[config.mk]
export PLATFORM = sky130hd
export DESIGN_NAME = risc16_core
export DESIGN_NICKNAME = d
export VERILOG_FILES = /design/src/rtl/risc16_pkg.sv /design/src/rtl/risc16_hazard.sv /design/src/rtl/risc16_fetch.sv /design/src/rtl/risc16_regfile.sv /design/src/rtl/risc16_decode.sv /design/src/rtl/risc16_execute.sv /design/src/rtl/risc16_mem_wb.sv /design/src/rtl/risc16_core.sv
export VERILOG_INCLUDE_DIRS = /design/src /design/src/rtl
export SDC_FILE = /design/constraint.sdc
export NUM_CORES = 1
export LEC_CHECK = 0
export ABC_AREA = 1
export BUFFER_PORTS_ARGS = -buffer_cell sky130_fd_sc_hd__buf_2
export CORE_MARGIN = 3
export CORE_UTILIZATION = 57
export DETAILED_ROUTE_END_ITERATION = 12
export PLACE_DENSITY = 0.77
export SYNTH_ARGS = -nofsm -noshare
export SYNTH_HDL_FRONTEND = slang
export SYNTH_SLANG_ARGS = --single-unit
export TNS_END_PERCENT = 10
[constraint.sdc]
create_clock -name i_clk -period 3.17 [get_ports i_clk]
set_input_delay 0.1585 -clock i_clk [delete_from_list [all_inputs] [get_ports i_clk]]
set_output_delay 0.1585 -clock i_clk [all_outputs]
set_load 0.01 [all_outputs]
[src/rtl/risc16_cfg.svh]
// Word-addressed RiSC-16 sizes; instruction encodings assume a 16-bit word and 3-bit register fields
`ifndef RISC16_CFG_SVH
`define RISC16_CFG_SVH

// --------------------------------------------------
// Datapath
// --------------------------------------------------

// Data word and PC width, both memories are word addressed
`define RISC16_XLEN 16

// --------------------------------------------------
// Register file
// --------------------------------------------------

`define RISC16_REG_AW 3
`define RISC16_NUM_REGS 8

// First instruction fetched after reset
`define RISC16_RESET_PC 16'h0000

`endif

[src/rtl/risc16_pkg.sv]
// Types shared by the RiSC-16 pipeline; field order of inst_u follows the ISA bit layout
`include "risc16_cfg.svh"

package risc16_pkg;

    typedef enum logic [2:0] {
        OP_ADD  = 3'd0,
        OP_ADDI = 3'd1,
        OP_NAND = 3'd2,
        OP_LUI  = 3'd3,
        OP_SW   = 3'd4,
        OP_LW   = 3'd5,
        OP_BEQ  = 3'd6,
        OP_JALR = 3'd7
    } opcode_e;

    // --------------------------------------------------
    // Instruction formats
    // --------------------------------------------------

    typedef struct packed {
        opcode_e                   opcode;
        logic [`RISC16_REG_AW-1:0] reg_a;
        logic [`RISC16_REG_AW-1:0] reg_b;
        logic [3:0]                pad;
        logic [`RISC16_REG_AW-1:0] reg_c;
    } inst_rrr_t;

    typedef struct packed {
        opcode_e                   opcode;
        logic [`RISC16_REG_AW-1:0] reg_a;
        logic [`RISC16_REG_AW-1:0] reg_b;
        logic signed [6:0]         imm;
    } inst_rri_t;

    typedef struct packed {
        opcode_e                   opcode;
        logic [`RISC16_REG_AW-1:0] reg_a;
        logic [9:0]                imm;
    } inst_ri_t;

    typedef union packed {
        inst_rrr_t rrr;
        inst_rri_t rri;
        inst_ri_t  ri;
    } inst_u;

    // --------------------------------------------------
    // Stage registers and control
    // --------------------------------------------------

    typedef struct packed {
        logic                    valid;
        logic [`RISC16_XLEN-1:0] pc;
        inst_u                   inst;
    } fetch_t;

    typedef struct packed {
        logic                      valid;
        logic [`RISC16_XLEN-1:0]   pc;
        opcode_e                   op;
        logic [`RISC16_REG_AW-1:0] tgt;
        logic [`RISC16_REG_AW-1:0] src1;
        logic [`RISC16_REG_AW-1:0] src2;
        logic [`RISC16_XLEN-1:0]   opnd1;
        logic [`RISC16_XLEN-1:0]   opnd2;
        logic [`RISC16_XLEN-1:0]   imm;
    } decode_t;

    typedef struct packed {
        logic                      valid;
        logic [`RISC16_XLEN-1:0]   pc;
        opcode_e                   op;
        logic [`RISC16_REG_AW-1:0] tgt;
        logic [`RISC16_XLEN-1:0]   result;
        logic [`RISC16_XLEN-1:0]   sw_data;
        logic                      eq;
        logic [`RISC16_XLEN-1:0]   imm;
    } exec_t;

    typedef struct packed {
        logic                      valid;
        logic [`RISC16_REG_AW-1:0] tgt;
        logic [`RISC16_XLEN-1:0]   data;
    } result_t;

    typedef struct packed {
        logic                    en;
        logic [`RISC16_XLEN-1:0] pc;
    } redirect_t;

    // Execute never holds, nothing after it stalls
    typedef struct packed {
        logic hold_fetch;
        logic bubble_fetch;
        logic hold_decode;
        logic bubble_decode;
        logic bubble_exec;
    } stall_t;

endpackage

[src/rtl/risc16_hazard.sv]
// Pure combinational stall logic; relies on bubbled stage registers carrying opcode ADD and zero regs
`include "risc16_cfg.svh"

module risc16_hazard import risc16_pkg::*; (
    input  fetch_t  i_fetch,
    input  decode_t i_decode,
    input  exec_t   i_exec,
    output stall_t  o_stall
);

    opcode_e fetch_op;
    logic    load_use;

    assign fetch_op = i_fetch.inst.rrr.opcode;

    // Load result arrives one stage too late for the instruction behind it
    assign load_use = i_exec.valid && (i_exec.op == OP_LW)
                   && (i_exec.tgt != '0)
                   && ((i_exec.tgt == i_decode.src1) || (i_exec.tgt == i_decode.src2));

    always_comb begin
        o_stall.bubble_exec   = load_use;
        // BEQ resolves one stage later than JALR, so decode also bubbles
        o_stall.bubble_decode = i_decode.valid && (i_decode.op == OP_BEQ);
        o_stall.bubble_fetch  = i_fetch.valid
                             && ((fetch_op == OP_BEQ) || (fetch_op == OP_JALR));

        // Every earlier stage holds while a later one bubbles
        o_stall.hold_decode   = o_stall.bubble_exec;
        o_stall.hold_fetch    = o_stall.bubble_decode || o_stall.hold_decode;
    end

endmodule

[src/rtl/risc16_fetch.sv]
// Fetch expects combinational instruction memory; a redirect overrides the sequential PC same cycle
`include "risc16_cfg.svh"

module risc16_fetch import risc16_pkg::*; (
    input  logic                    i_clk,
    input  logic                    i_rst,
    input  logic [`RISC16_XLEN-1:0] i_inst,
    input  redirect_t               i_redirect,
    input  stall_t                  i_stall,
    output logic [`RISC16_XLEN-1:0] o_pc_next,
    output fetch_t                  o_fetch
);

    logic [`RISC16_XLEN-1:0] pc_seq;
    fetch_t                  fetch_q;

    // --------------------------------------------------
    // Next PC
    // --------------------------------------------------

    assign o_pc_next = i_redirect.en ? i_redirect.pc : pc_seq;

    // PC stops while fetch holds or waits on a control instruction
    always_ff @(posedge i_clk) begin
        if (i_rst) begin
            pc_seq <= `RISC16_RESET_PC;
        end else if (!i_stall.hold_fetch && !i_stall.bubble_fetch) begin
            pc_seq <= o_pc_next + 1'b1;
        end
    end

    // --------------------------------------------------
    // Fetch register
    // --------------------------------------------------

    always_ff @(posedge i_clk) begin
        if (i_rst) begin
            fetch_q <= '0;
        end else if (i_stall.hold_fetch) begin
            fetch_q <= fetch_q;
        end else if (i_stall.bubble_fetch) begin
            // Zero word decodes as ADD r0, so the bubble carries no sources
            fetch_q.valid <= 1'b0;
            fetch_q.inst  <= '0;
        end else begin
            fetch_q.valid <= 1'b1;
            fetch_q.pc    <= o_pc_next;
            fetch_q.inst  <= i_inst;
        end
    end

    assign o_fetch = fetch_q;

endmodule

[src/rtl/risc16_regfile.sv]
// Register file without internal write-through; readers in the same cycle see the old value
`include "risc16_cfg.svh"

module risc16_regfile import risc16_pkg::*; (
    input  logic                      i_clk,
    input  logic                      i_rst,
    input  logic [`RISC16_REG_AW-1:0] i_rd_addr1,
    input  logic [`RISC16_REG_AW-1:0] i_rd_addr2,
    output logic [`RISC16_XLEN-1:0]   o_rd_data1,
    output logic [`RISC16_XLEN-1:0]   o_rd_data2,
    input  result_t                   i_wr
);

    logic [`RISC16_XLEN-1:0] regs [`RISC16_NUM_REGS];

    always_ff @(posedge i_clk) begin
        if (i_rst) begin
            for (int i = 0; i < `RISC16_NUM_REGS; i++) begin
                regs[i] <= '0;
            end
        end else if (i_wr.valid && (i_wr.tgt != '0)) begin
            regs[i_wr.tgt] <= i_wr.data;
        end
    end

    // r0 is hard-wired to zero
    assign o_rd_data1 = (i_rd_addr1 == '0) ? '0 : regs[i_rd_addr1];
    assign o_rd_data2 = (i_rd_addr2 == '0) ? '0 : regs[i_rd_addr2];

endmodule

[src/rtl/risc16_decode.sv]
// Decode; operands bypass the write port so a held instruction never keeps a stale register value
`include "risc16_cfg.svh"

module risc16_decode import risc16_pkg::*; (
    input  logic    i_clk,
    input  logic    i_rst,
    input  fetch_t  i_fetch,
    input  stall_t  i_stall,
    input  result_t i_wr,
    output decode_t o_decode
);

    inst_u                     inst;
    opcode_e                   op;
    logic [`RISC16_XLEN-1:0]   simm_ext;
    logic [`RISC16_XLEN-1:0]   limm_ext;
    logic [`RISC16_XLEN-1:0]   rd_data1;
    logic [`RISC16_XLEN-1:0]   rd_data2;
    decode_t                   dec_d;
    decode_t                   dec_q;

    // Value being written this cycle wins over the register file copy
    function automatic logic [`RISC16_XLEN-1:0] wr_bypass(
        input logic [`RISC16_REG_AW-1:0] src,
        input logic [`RISC16_XLEN-1:0]   rd_val,
        input result_t                   wr
    );
        logic hit;
        hit = wr.valid && (wr.tgt != '0) && (wr.tgt == src);
        return hit ? wr.data : rd_val;
    endfunction

    // --------------------------------------------------
    // Field extraction
    // --------------------------------------------------

    assign inst     = i_fetch.inst;
    assign op       = inst.rrr.opcode;
    assign simm_ext = {{(`RISC16_XLEN-7){inst.rri.imm[6]}}, inst.rri.imm};
    assign limm_ext = {inst.ri.imm, {(`RISC16_XLEN-10){1'b0}}};

    always_comb begin
        dec_d       = '0;
        dec_d.valid = i_fetch.valid;
        dec_d.pc    = i_fetch.pc;
        dec_d.op    = op;
        case (op)
            OP_ADD, OP_NAND: begin
                dec_d.tgt  = inst.rrr.reg_a;
                dec_d.src1 = inst.rrr.reg_b;
                dec_d.src2 = inst.rrr.reg_c;
            end
            OP_ADDI, OP_LW: begin
                dec_d.tgt  = inst.rri.reg_a;
                dec_d.src1 = inst.rri.reg_b;
                dec_d.imm  = simm_ext;
            end
            OP_LUI: begin
                dec_d.tgt  = inst.ri.reg_a;
                dec_d.imm  = limm_ext;
            end
            // Stores and branches read reg a as the second operand
            OP_SW, OP_BEQ: begin
                dec_d.src1 = inst.rri.reg_b;
                dec_d.src2 = inst.rri.reg_a;
                dec_d.imm  = simm_ext;
            end
            default: begin
                dec_d.tgt  = inst.rri.reg_a;
                dec_d.src1 = inst.rri.reg_b;
            end
        endcase
        dec_d.opnd1 = wr_bypass(dec_d.src1, rd_data1, i_wr);
        dec_d.opnd2 = wr_bypass(dec_d.src2, rd_data2, i_wr);
    end

    risc16_regfile u_regfile (
        .i_clk      (i_clk),
        .i_rst      (i_rst),
        .i_rd_addr1 (dec_d.src1),
        .i_rd_addr2 (dec_d.src2),
        .o_rd_data1 (rd_data1),
        .o_rd_data2 (rd_data2),
        .i_wr       (i_wr)
    );

    // --------------------------------------------------
    // Decode register
    // --------------------------------------------------

    always_ff @(posedge i_clk) begin
        if (i_rst) begin
            dec_q <= '0;
        end else if (i_stall.hold_decode) begin
            dec_q.opnd1 <= wr_bypass(dec_q.src1, dec_q.opnd1, i_wr);
            dec_q.opnd2 <= wr_bypass(dec_q.src2, dec_q.opnd2, i_wr);
        end else if (i_stall.bubble_decode) begin
            dec_q <= '0;
        end else begin
            dec_q <= dec_d;
        end
    end

    assign o_decode = dec_q;

endmodule

[src/rtl/risc16_execute.sv]
// Execute; BEQ redirects from its own register, JALR from decode, both only for valid entries
`include "risc16_cfg.svh"

module risc16_execute import risc16_pkg::*; (
    input  logic      i_clk,
    input  logic      i_rst,
    input  decode_t   i_decode,
    input  stall_t    i_stall,
    input  result_t   i_mem_res,
    input  result_t   i_wb_res,
    output exec_t     o_exec,
    output redirect_t o_redirect
);

    exec_t                   exec_q;
    result_t                 exec_res;
    logic [`RISC16_XLEN-1:0] fwd1;
    logic [`RISC16_XLEN-1:0] fwd2;
    logic [`RISC16_XLEN-1:0] pc_inc;
    logic [`RISC16_XLEN-1:0] alu_a;
    logic [`RISC16_XLEN-1:0] alu_b;
    logic [`RISC16_XLEN-1:0] alu_out;
    logic                    use_rrr;

    // Youngest producer wins: execute, then memory, then writeback
    function automatic logic [`RISC16_XLEN-1:0] fwd_operand(
        input logic [`RISC16_REG_AW-1:0] src,
        input logic [`RISC16_XLEN-1:0]   rd_val,
        input result_t                   ex,
        input result_t                   mem,
        input result_t                   wb
    );
        logic [`RISC16_XLEN-1:0] val;
        val = rd_val;
        if (wb.valid && (wb.tgt == src)) val = wb.data;
        if (mem.valid && (mem.tgt == src)) val = mem.data;
        if (ex.valid && (ex.tgt == src)) val = ex.data;
        if (src == '0) val = '0;
        return val;
    endfunction

    // --------------------------------------------------
    // Forwarding and ALU
    // --------------------------------------------------

    assign exec_res.valid = exec_q.valid;
    assign exec_res.tgt   = exec_q.tgt;
    assign exec_res.data  = exec_q.result;

    assign fwd1 = fwd_operand(i_decode.src1, i_decode.opnd1, exec_res, i_mem_res, i_wb_res);
    assign fwd2 = fwd_operand(i_decode.src2, i_decode.opnd2, exec_res, i_mem_res, i_wb_res);

    assign pc_inc  = i_decode.pc + 1'b1;
    assign use_rrr = (i_decode.op == OP_ADD) || (i_decode.op == OP_NAND)
                  || (i_decode.op == OP_BEQ);

    // JALR links PC+1; its immediate is zero
    assign alu_a   = (i_decode.op == OP_JALR) ? pc_inc : fwd1;
    assign alu_b   = use_rrr ? fwd2 : i_decode.imm;
    assign alu_out = (i_decode.op == OP_NAND) ? ~(alu_a & alu_b) : (alu_a + alu_b);

    // --------------------------------------------------
    // Execute register
    // --------------------------------------------------

    always_ff @(posedge i_clk) begin
        if (i_rst) begin
            exec_q <= '0;
        end else if (i_stall.bubble_exec) begin
            exec_q <= '0;
        end else begin
            exec_q.valid   <= i_decode.valid;
            exec_q.pc      <= i_decode.pc;
            exec_q.op      <= i_decode.op;
            exec_q.tgt     <= i_decode.tgt;
            exec_q.result  <= alu_out;
            exec_q.sw_data <= fwd2;
            exec_q.eq      <= (fwd1 == fwd2);
            exec_q.imm     <= i_decode.imm;
        end
    end

    // Redirect
    always_comb begin
        o_redirect.en = 1'b0;
        o_redirect.pc = exec_q.pc + 1'b1;
        if (exec_q.valid && (exec_q.op == OP_BEQ)) begin
            o_redirect.en = 1'b1;
            if (exec_q.eq) begin
                o_redirect.pc = exec_q.pc + 1'b1 + exec_q.imm;
            end
        end else if (i_decode.valid && (i_decode.op == OP_JALR)) begin
            o_redirect.en = 1'b1;
            o_redirect.pc = fwd1;
        end
    end

    assign o_exec = exec_q;

endmodule

[src/rtl/risc16_mem_wb.sv]
// Memory and writeback; data memory must return load data exactly one cycle after the address
`include "risc16_cfg.svh"

module risc16_mem_wb import risc16_pkg::*; (
    input  logic                    i_clk,
    input  logic                    i_rst,
    input  exec_t                   i_exec,
    input  logic [`RISC16_XLEN-1:0] i_mem_rd_data,
    output logic [`RISC16_XLEN-1:0] o_mem_addr,
    output logic [`RISC16_XLEN-1:0] o_mem_wr_data,
    output logic                    o_mem_wr_en,
    output result_t                 o_mem_res,
    output result_t                 o_wb_res
);

    result_t mem_q;
    logic    mem_is_load;
    result_t wb_q;

    // Memory port straight from the execute register
    assign o_mem_addr    = i_exec.result;
    assign o_mem_wr_data = i_exec.sw_data;
    assign o_mem_wr_en   = i_exec.valid && (i_exec.op == OP_SW);

    always_ff @(posedge i_clk) begin
        if (i_rst) begin
            mem_q       <= '0;
            mem_is_load <= 1'b0;
            wb_q        <= '0;
        end else begin
            mem_q.valid <= i_exec.valid;
            mem_q.tgt   <= i_exec.tgt;
            mem_q.data  <= i_exec.result;
            mem_is_load <= i_exec.valid && (i_exec.op == OP_LW);
            wb_q        <= o_mem_res;
        end
    end

    // Load data lands here, in time for the register file write
    assign o_mem_res.valid = mem_q.valid;
    assign o_mem_res.tgt   = mem_q.tgt;
    assign o_mem_res.data  = mem_is_load ? i_mem_rd_data : mem_q.data;

    assign o_wb_res = wb_q;

endmodule

[src/rtl/risc16_core.sv]
// RiSC-16 five-stage core; instruction memory combinational, data memory one-cycle read latency
`include "risc16_cfg.svh"

module risc16_core import risc16_pkg::*; (
    input  logic                    i_clk,
    input  logic                    i_rst,
    input  logic [`RISC16_XLEN-1:0] i_inst,
    output logic [`RISC16_XLEN-1:0] o_pc_next,
    input  logic [`RISC16_XLEN-1:0] i_mem_rd_data,
    output logic [`RISC16_XLEN-1:0] o_mem_wr_data,
    output logic [`RISC16_XLEN-1:0] o_mem_addr,
    output logic                    o_mem_wr_en
);

    fetch_t    fetch_s;
    decode_t   decode_s;
    exec_t     exec_s;
    redirect_t redirect;
    stall_t    stall;
    result_t   mem_res;
    result_t   wb_res;

    risc16_hazard u_hazard (
        .i_fetch  (fetch_s),
        .i_decode (decode_s),
        .i_exec   (exec_s),
        .o_stall  (stall)
    );

    risc16_fetch u_fetch (
        .i_clk      (i_clk),
        .i_rst      (i_rst),
        .i_inst     (i_inst),
        .i_redirect (redirect),
        .i_stall    (stall),
        .o_pc_next  (o_pc_next),
        .o_fetch    (fetch_s)
    );

    // Register file writes from the memory stage
    risc16_decode u_decode (
        .i_clk    (i_clk),
        .i_rst    (i_rst),
        .i_fetch  (fetch_s),
        .i_stall  (stall),
        .i_wr     (mem_res),
        .o_decode (decode_s)
    );

    risc16_execute u_execute (
        .i_clk      (i_clk),
        .i_rst      (i_rst),
        .i_decode   (decode_s),
        .i_stall    (stall),
        .i_mem_res  (mem_res),
        .i_wb_res   (wb_res),
        .o_exec     (exec_s),
        .o_redirect (redirect)
    );

    risc16_mem_wb u_mem_wb (
        .i_clk         (i_clk),
        .i_rst         (i_rst),
        .i_exec        (exec_s),
        .i_mem_rd_data (i_mem_rd_data),
        .o_mem_addr    (o_mem_addr),
        .o_mem_wr_data (o_mem_wr_data),
        .o_mem_wr_en   (o_mem_wr_en),
        .o_mem_res     (mem_res),
        .o_wb_res      (wb_res)
    );

endmodule

==> flow_metrics.env <==
export IMPL_placed_cells=3564
export IMPL_final_core_utilization=0.728
export IMPL_synthDominantAreaCellType="sky130_fd_sc_hd__dfxtp_1"
export IMPL_maxCapViolCount=0
export IMPL_synth_yosys_warnings=0
export IMPL_cp_startpoint_kind="flop"
export IMPL_tritoncts_buffer_count=39
export IMPL_initial_core_util=0.580
export IMPL_drt_pass1_iterations=7
export IMPL_drc_errors=0
export IMPL_netlist_area_um2=20700
export IMPL_layout_filler_cells=2808
export IMPL_final_min_clock_period_ns=3.43
export IMPL_grt_remaining_overflow=0
export IMPL_die_width_um=197
export IMPL_max_stage_delay_ns=0.36
export IMPL_synth_compound_area_frac=0.167
export IMPL_r2r_worst_path_cells=26
export IMPL_worst_hold_path_endpoint="u_decode.u_regfile.regs[0][9]"
export IMPL_cp_data_required_time_ns=3.01
export IMPL_min_delay_start="i_rst"
export IMPL_timing_final_hold_violations=0
export IMPL_clk_pin_slew_ns=0.06
export IMPL_core_rowCount=69
export IMPL_power_density_cell_area_nw_per_um2=438
export IMPL_worstMarginPinSlew_ns=1.10
export IMPL_mostFrequentLayoutCells="617 x sky130_fd_sc_hd__nand2_1, 325 x sky130_fd_sc_hd__inv_1, 322 x sky130_fd_sc_hd__nor2_1, 314 x sky130_fd_sc_hd__buf_4, 223 x sky130_fd_sc_hd__dfxtp_1"
export IMPL_dp_hpwl_um=54600
export IMPL_part_of_the_yosys_area_used_for_sequential_elements=0.417
export IMPL_ys_types=56
export IMPL_timing_setup_critical_path_class="flop to output port"
export IMPL_seq_area_um2=8670
export IMPL_antenna_cells_inserted=0
export IMPL_multi_input_area_um2=10800
export IMPL_grt_antenna_before_repair=0
export IMPL_synthesis_area_per_instance_um2=7.12
export IMPL_wire_length_of_the_first_global_routing_pass_um=115000
export IMPL_gp_routability_congestion=0.988
export IMPL_wl_met1_um=29200
export IMPL_ys_top_cells_by_area="sky130_fd_sc_hd__dfxtp_1 23%, sky130_fd_sc_hd__edfxtp_1 19%, sky130_fd_sc_hd__nand2_1 12%"
export IMPL_synth_simple_area_share=0.264
export IMPL_synth_xor_area_frac=0.0194
export IMPL_post_drt_via_cell_ratio=5.91
export IMPL_finalCritPeriodShare=1.08
export IMPL_wl_met2_um=35000
export IMPL_critPathTopFamily="simple AND/OR/NAND/NOR gates"
export IMPL_synth_area_mux_share=0.000484
export IMPL_critical_path_endpoint_type="output port"
export IMPL_io_pins=83
export IMPL_worst_hold_path_type="primary input to flop"
export IMPL_worst_r2r_startpoint="u_decode.o_decode[50]"
export IMPL_grt_use_total=0.382
export IMPL_areaGrowthSynthToFinish_pct=25.4
export IMPL_list_of_cells_traversed_by_the_critical_path="ha_4 -> nand2_4 -> nor2_4 -> buf_6 -> a31o_4 -> nand2_4 -> inv_4 -> ha_4 -> nand2_4 -> nor2_4 -> buf_4 -> nand3_2 -> nand3_2 -> nand2_1 -> o21bai_1 -> nand3_2 -> nand2_2 -> nand2_4 -> inv_2 -> buf_6"
export IMPL_die_area_um2=38600
export IMPL_setup_viol_count_final=16
export IMPL_setup_repair_after_global_routing_missed_its_margin="true"
export IMPL_met3_length_um=7800
export IMPL_place_port_buffers=82
export IMPL_cts_buffer_depth=3
export IMPL_first_global_vias=20600
export IMPL_crit_path_top_delay_cell="sky130_fd_sc_hd__dfxtp_4"
export IMPL_die_y_um=197
export IMPL_worstHoldPathCells=1
export IMPL_drive_above_1_share=0.219
export IMPL_cts_htree_levels=2
export IMPL_ant_nets=0
export IMPL_timing_clock_skew_ns=0.0329
export IMPL_crit_fanout=4
export IMPL_failed_checks="negative setup slack"
export IMPL_result_of_the_run="finished with violations"
export IMPL_crit_buf_inv=5
export IMPL_fmax_mhz=291
export IMPL_reg2reg_setup_slack_ns=-0.23
export IMPL_share_of_yosys_cell_area_claimed_by_the_top_area_cell_type=0.231
export IMPL_detail_route_iter0_violations=2630
export IMPL_report_final_slew_viol_count=0
export IMPL_grt_start_max_net_pins=78
export IMPL_num_vias=21800
export IMPL_clk_insertion_delay_late_ns=0.58
export IMPL_maxUsedRoutingLayer="met4"
export IMPL_synth_adder_area_share=0.0237
export IMPL_clock_tree_sinks=367
export IMPL_crit_arrival_ns=3.28
export IMPL_path_common_cell="sky130_fd_sc_hd__nand2_4"
export IMPL_max_vdd_ir_drop_v=0.000460
export IMPL_synth_seq_cells=367
export IMPL_stdcell_count=3697
export IMPL_setup_ws_ns=-0.264
export IMPL_wl_per_cell_um=20.7
export IMPL_final_net_count=3278
export IMPL_synthesized_netlist_cell_count=2908
export IMPL_layout_cells_most_common="sky130_fd_sc_hd__nand2_1"
export IMPL_setup_total_negative_slack_ns=-2.43
export IMPL_core_area_um2=35700
export IMPL_static_leak_nw=11.5
export IMPL_rr_endpoint="u_execute.o_exec[48]"
export IMPL_synth_top_family_by_area="simple AND/OR/NAND/NOR gates"
export IMPL_totalWireLength_um=76700
export IMPL_cts_tree="done"
export IMPL_cts_root_buffer_cell="sky130_fd_sc_hd__clkbuf_16"
export IMPL_slew_headroom=0.266
[worst max path at each step]
stage / from / end / cells after the start
final: u_execute.o_exec[55] / o_pc_next[15] / 20
after detailed placement: u_decode.o_decode[49] / u_execute.o_exec[48] / 24
after global placement: u_decode.o_decode[49] / u_execute.o_exec[47] / 27
after global routing: u_decode.o_decode[49] / u_execute.o_exec[47] / 27
after floorplan: u_decode.o_decode[50] / u_execute.o_exec[47] / 24
after CTS: u_execute.o_exec[55] / o_pc_next[15] / 20
[metal layers]
layer / vias to the layer above / global-route usage
met5: - / 0
met4: 0 / 0.179
met3: 302 / 0.0660
met2: 1349 / 0.624
met1: 10100 / 0.498
li1: 10100 / -
[state kept, by name, indices dropped and copies added (netlist names)]
register and flops:
u_execute.o_exec 72, u_fetch.pc_seq 16, u_mem_wb.o_wb_res 20, u_fetch.o_fetch 33
u_decode.u_regfile.regs 128, u_mem_wb.o_mem_res 4, u_mem_wb.mem_q 16, u_mem_wb.mem_is_load 1
u_decode.o_decode 77
[final cells by class]
class / instances / share of cell area
multi-input cells: 2011 / 0.417
flip-flops and latches: 367 / 0.334
repair buffers: 432 / 0.128
inverters: 355 / 0.0520
clock buffers: 57 / 0.0412
well taps: 461 / 0.0222
clock inverters: 14 / 0.00569
[stage by stage]
stage	cell area [µm²]	hold WS, ns	power, mW	worst slack [ns]
4_1_cts	25300	0.0705	11.3	-0.190
3_5_place_dp	23200	0.416	6.86	-0.368
2_1_floorplan	20900	0.302	6.19	-0.0138
3_3_place_gp	23200	0.409	6.83	-0.340
6_report	25900	0.0912	11.4	-0.264
5_1_grt	25900	0.0883	11.7	-0.433
[Yosys cell counts (all sizes together)]
| cell type | number |
|---|---|
| a211oi | 2 |
| edfxtp | 128 |
| nand3 | 229 |
| and3 | 5 |
| conb | 1 |
| o21bai | 10 |
| o221ai | 16 |
| buf | 72 |
| nand4 | 29 |
| o22ai | 9 |
| a21boi | 2 |
| o21ai | 271 |
| xnor2 | 15 |
| o21a | 4 |
| a31oi | 36 |
| inv | 349 |
| nor2 | 355 |
| clkbuf | 120 |
| mux2i | 1 |
| a22o | 2 |
| a21o | 1 |
| ha | 36 |
| a31o | 1 |
| xor2 | 30 |
| fa | 2 |
| nand2 | 665 |
| a221oi | 3 |
| a21oi | 163 |
| nor3 | 5 |
| nand3b | 14 |
| clkinv | 6 |
| or2 | 6 |
| and2 | 1 |
| dfxtp | 239 |
| o211ai | 80 |
[cell families after synthesis]
group | count (synthesis)
xor+xnor | 45
other cells | 1
buf+inv | 547
simple gates | 1309
mux | 1
flops | 367
compound gates | 600
fa+ha+maj | 38
[where the power goes]
| part | switching (mW) | total, mW | internal, mW |
|---|---|---|---|
| Sequential | 0.147 | 5.20 | 5.06 |
| Combinational | 1.09 | 1.73 | 0.645 |
| Clock | 1.96 | 4.42 | 2.46 |
[repair_timing]
item                                    CTS  global route
hold buffers                             16             0
gates resized for setup                 138           100
hold endpoints to repair                 16             0
endpoints found under the setup margin   28            35
buffers inserted                         23            19
pin swaps                                57            54
gates cloned                              1             4
Note: power is estimated with default switching activity, not from simulation.
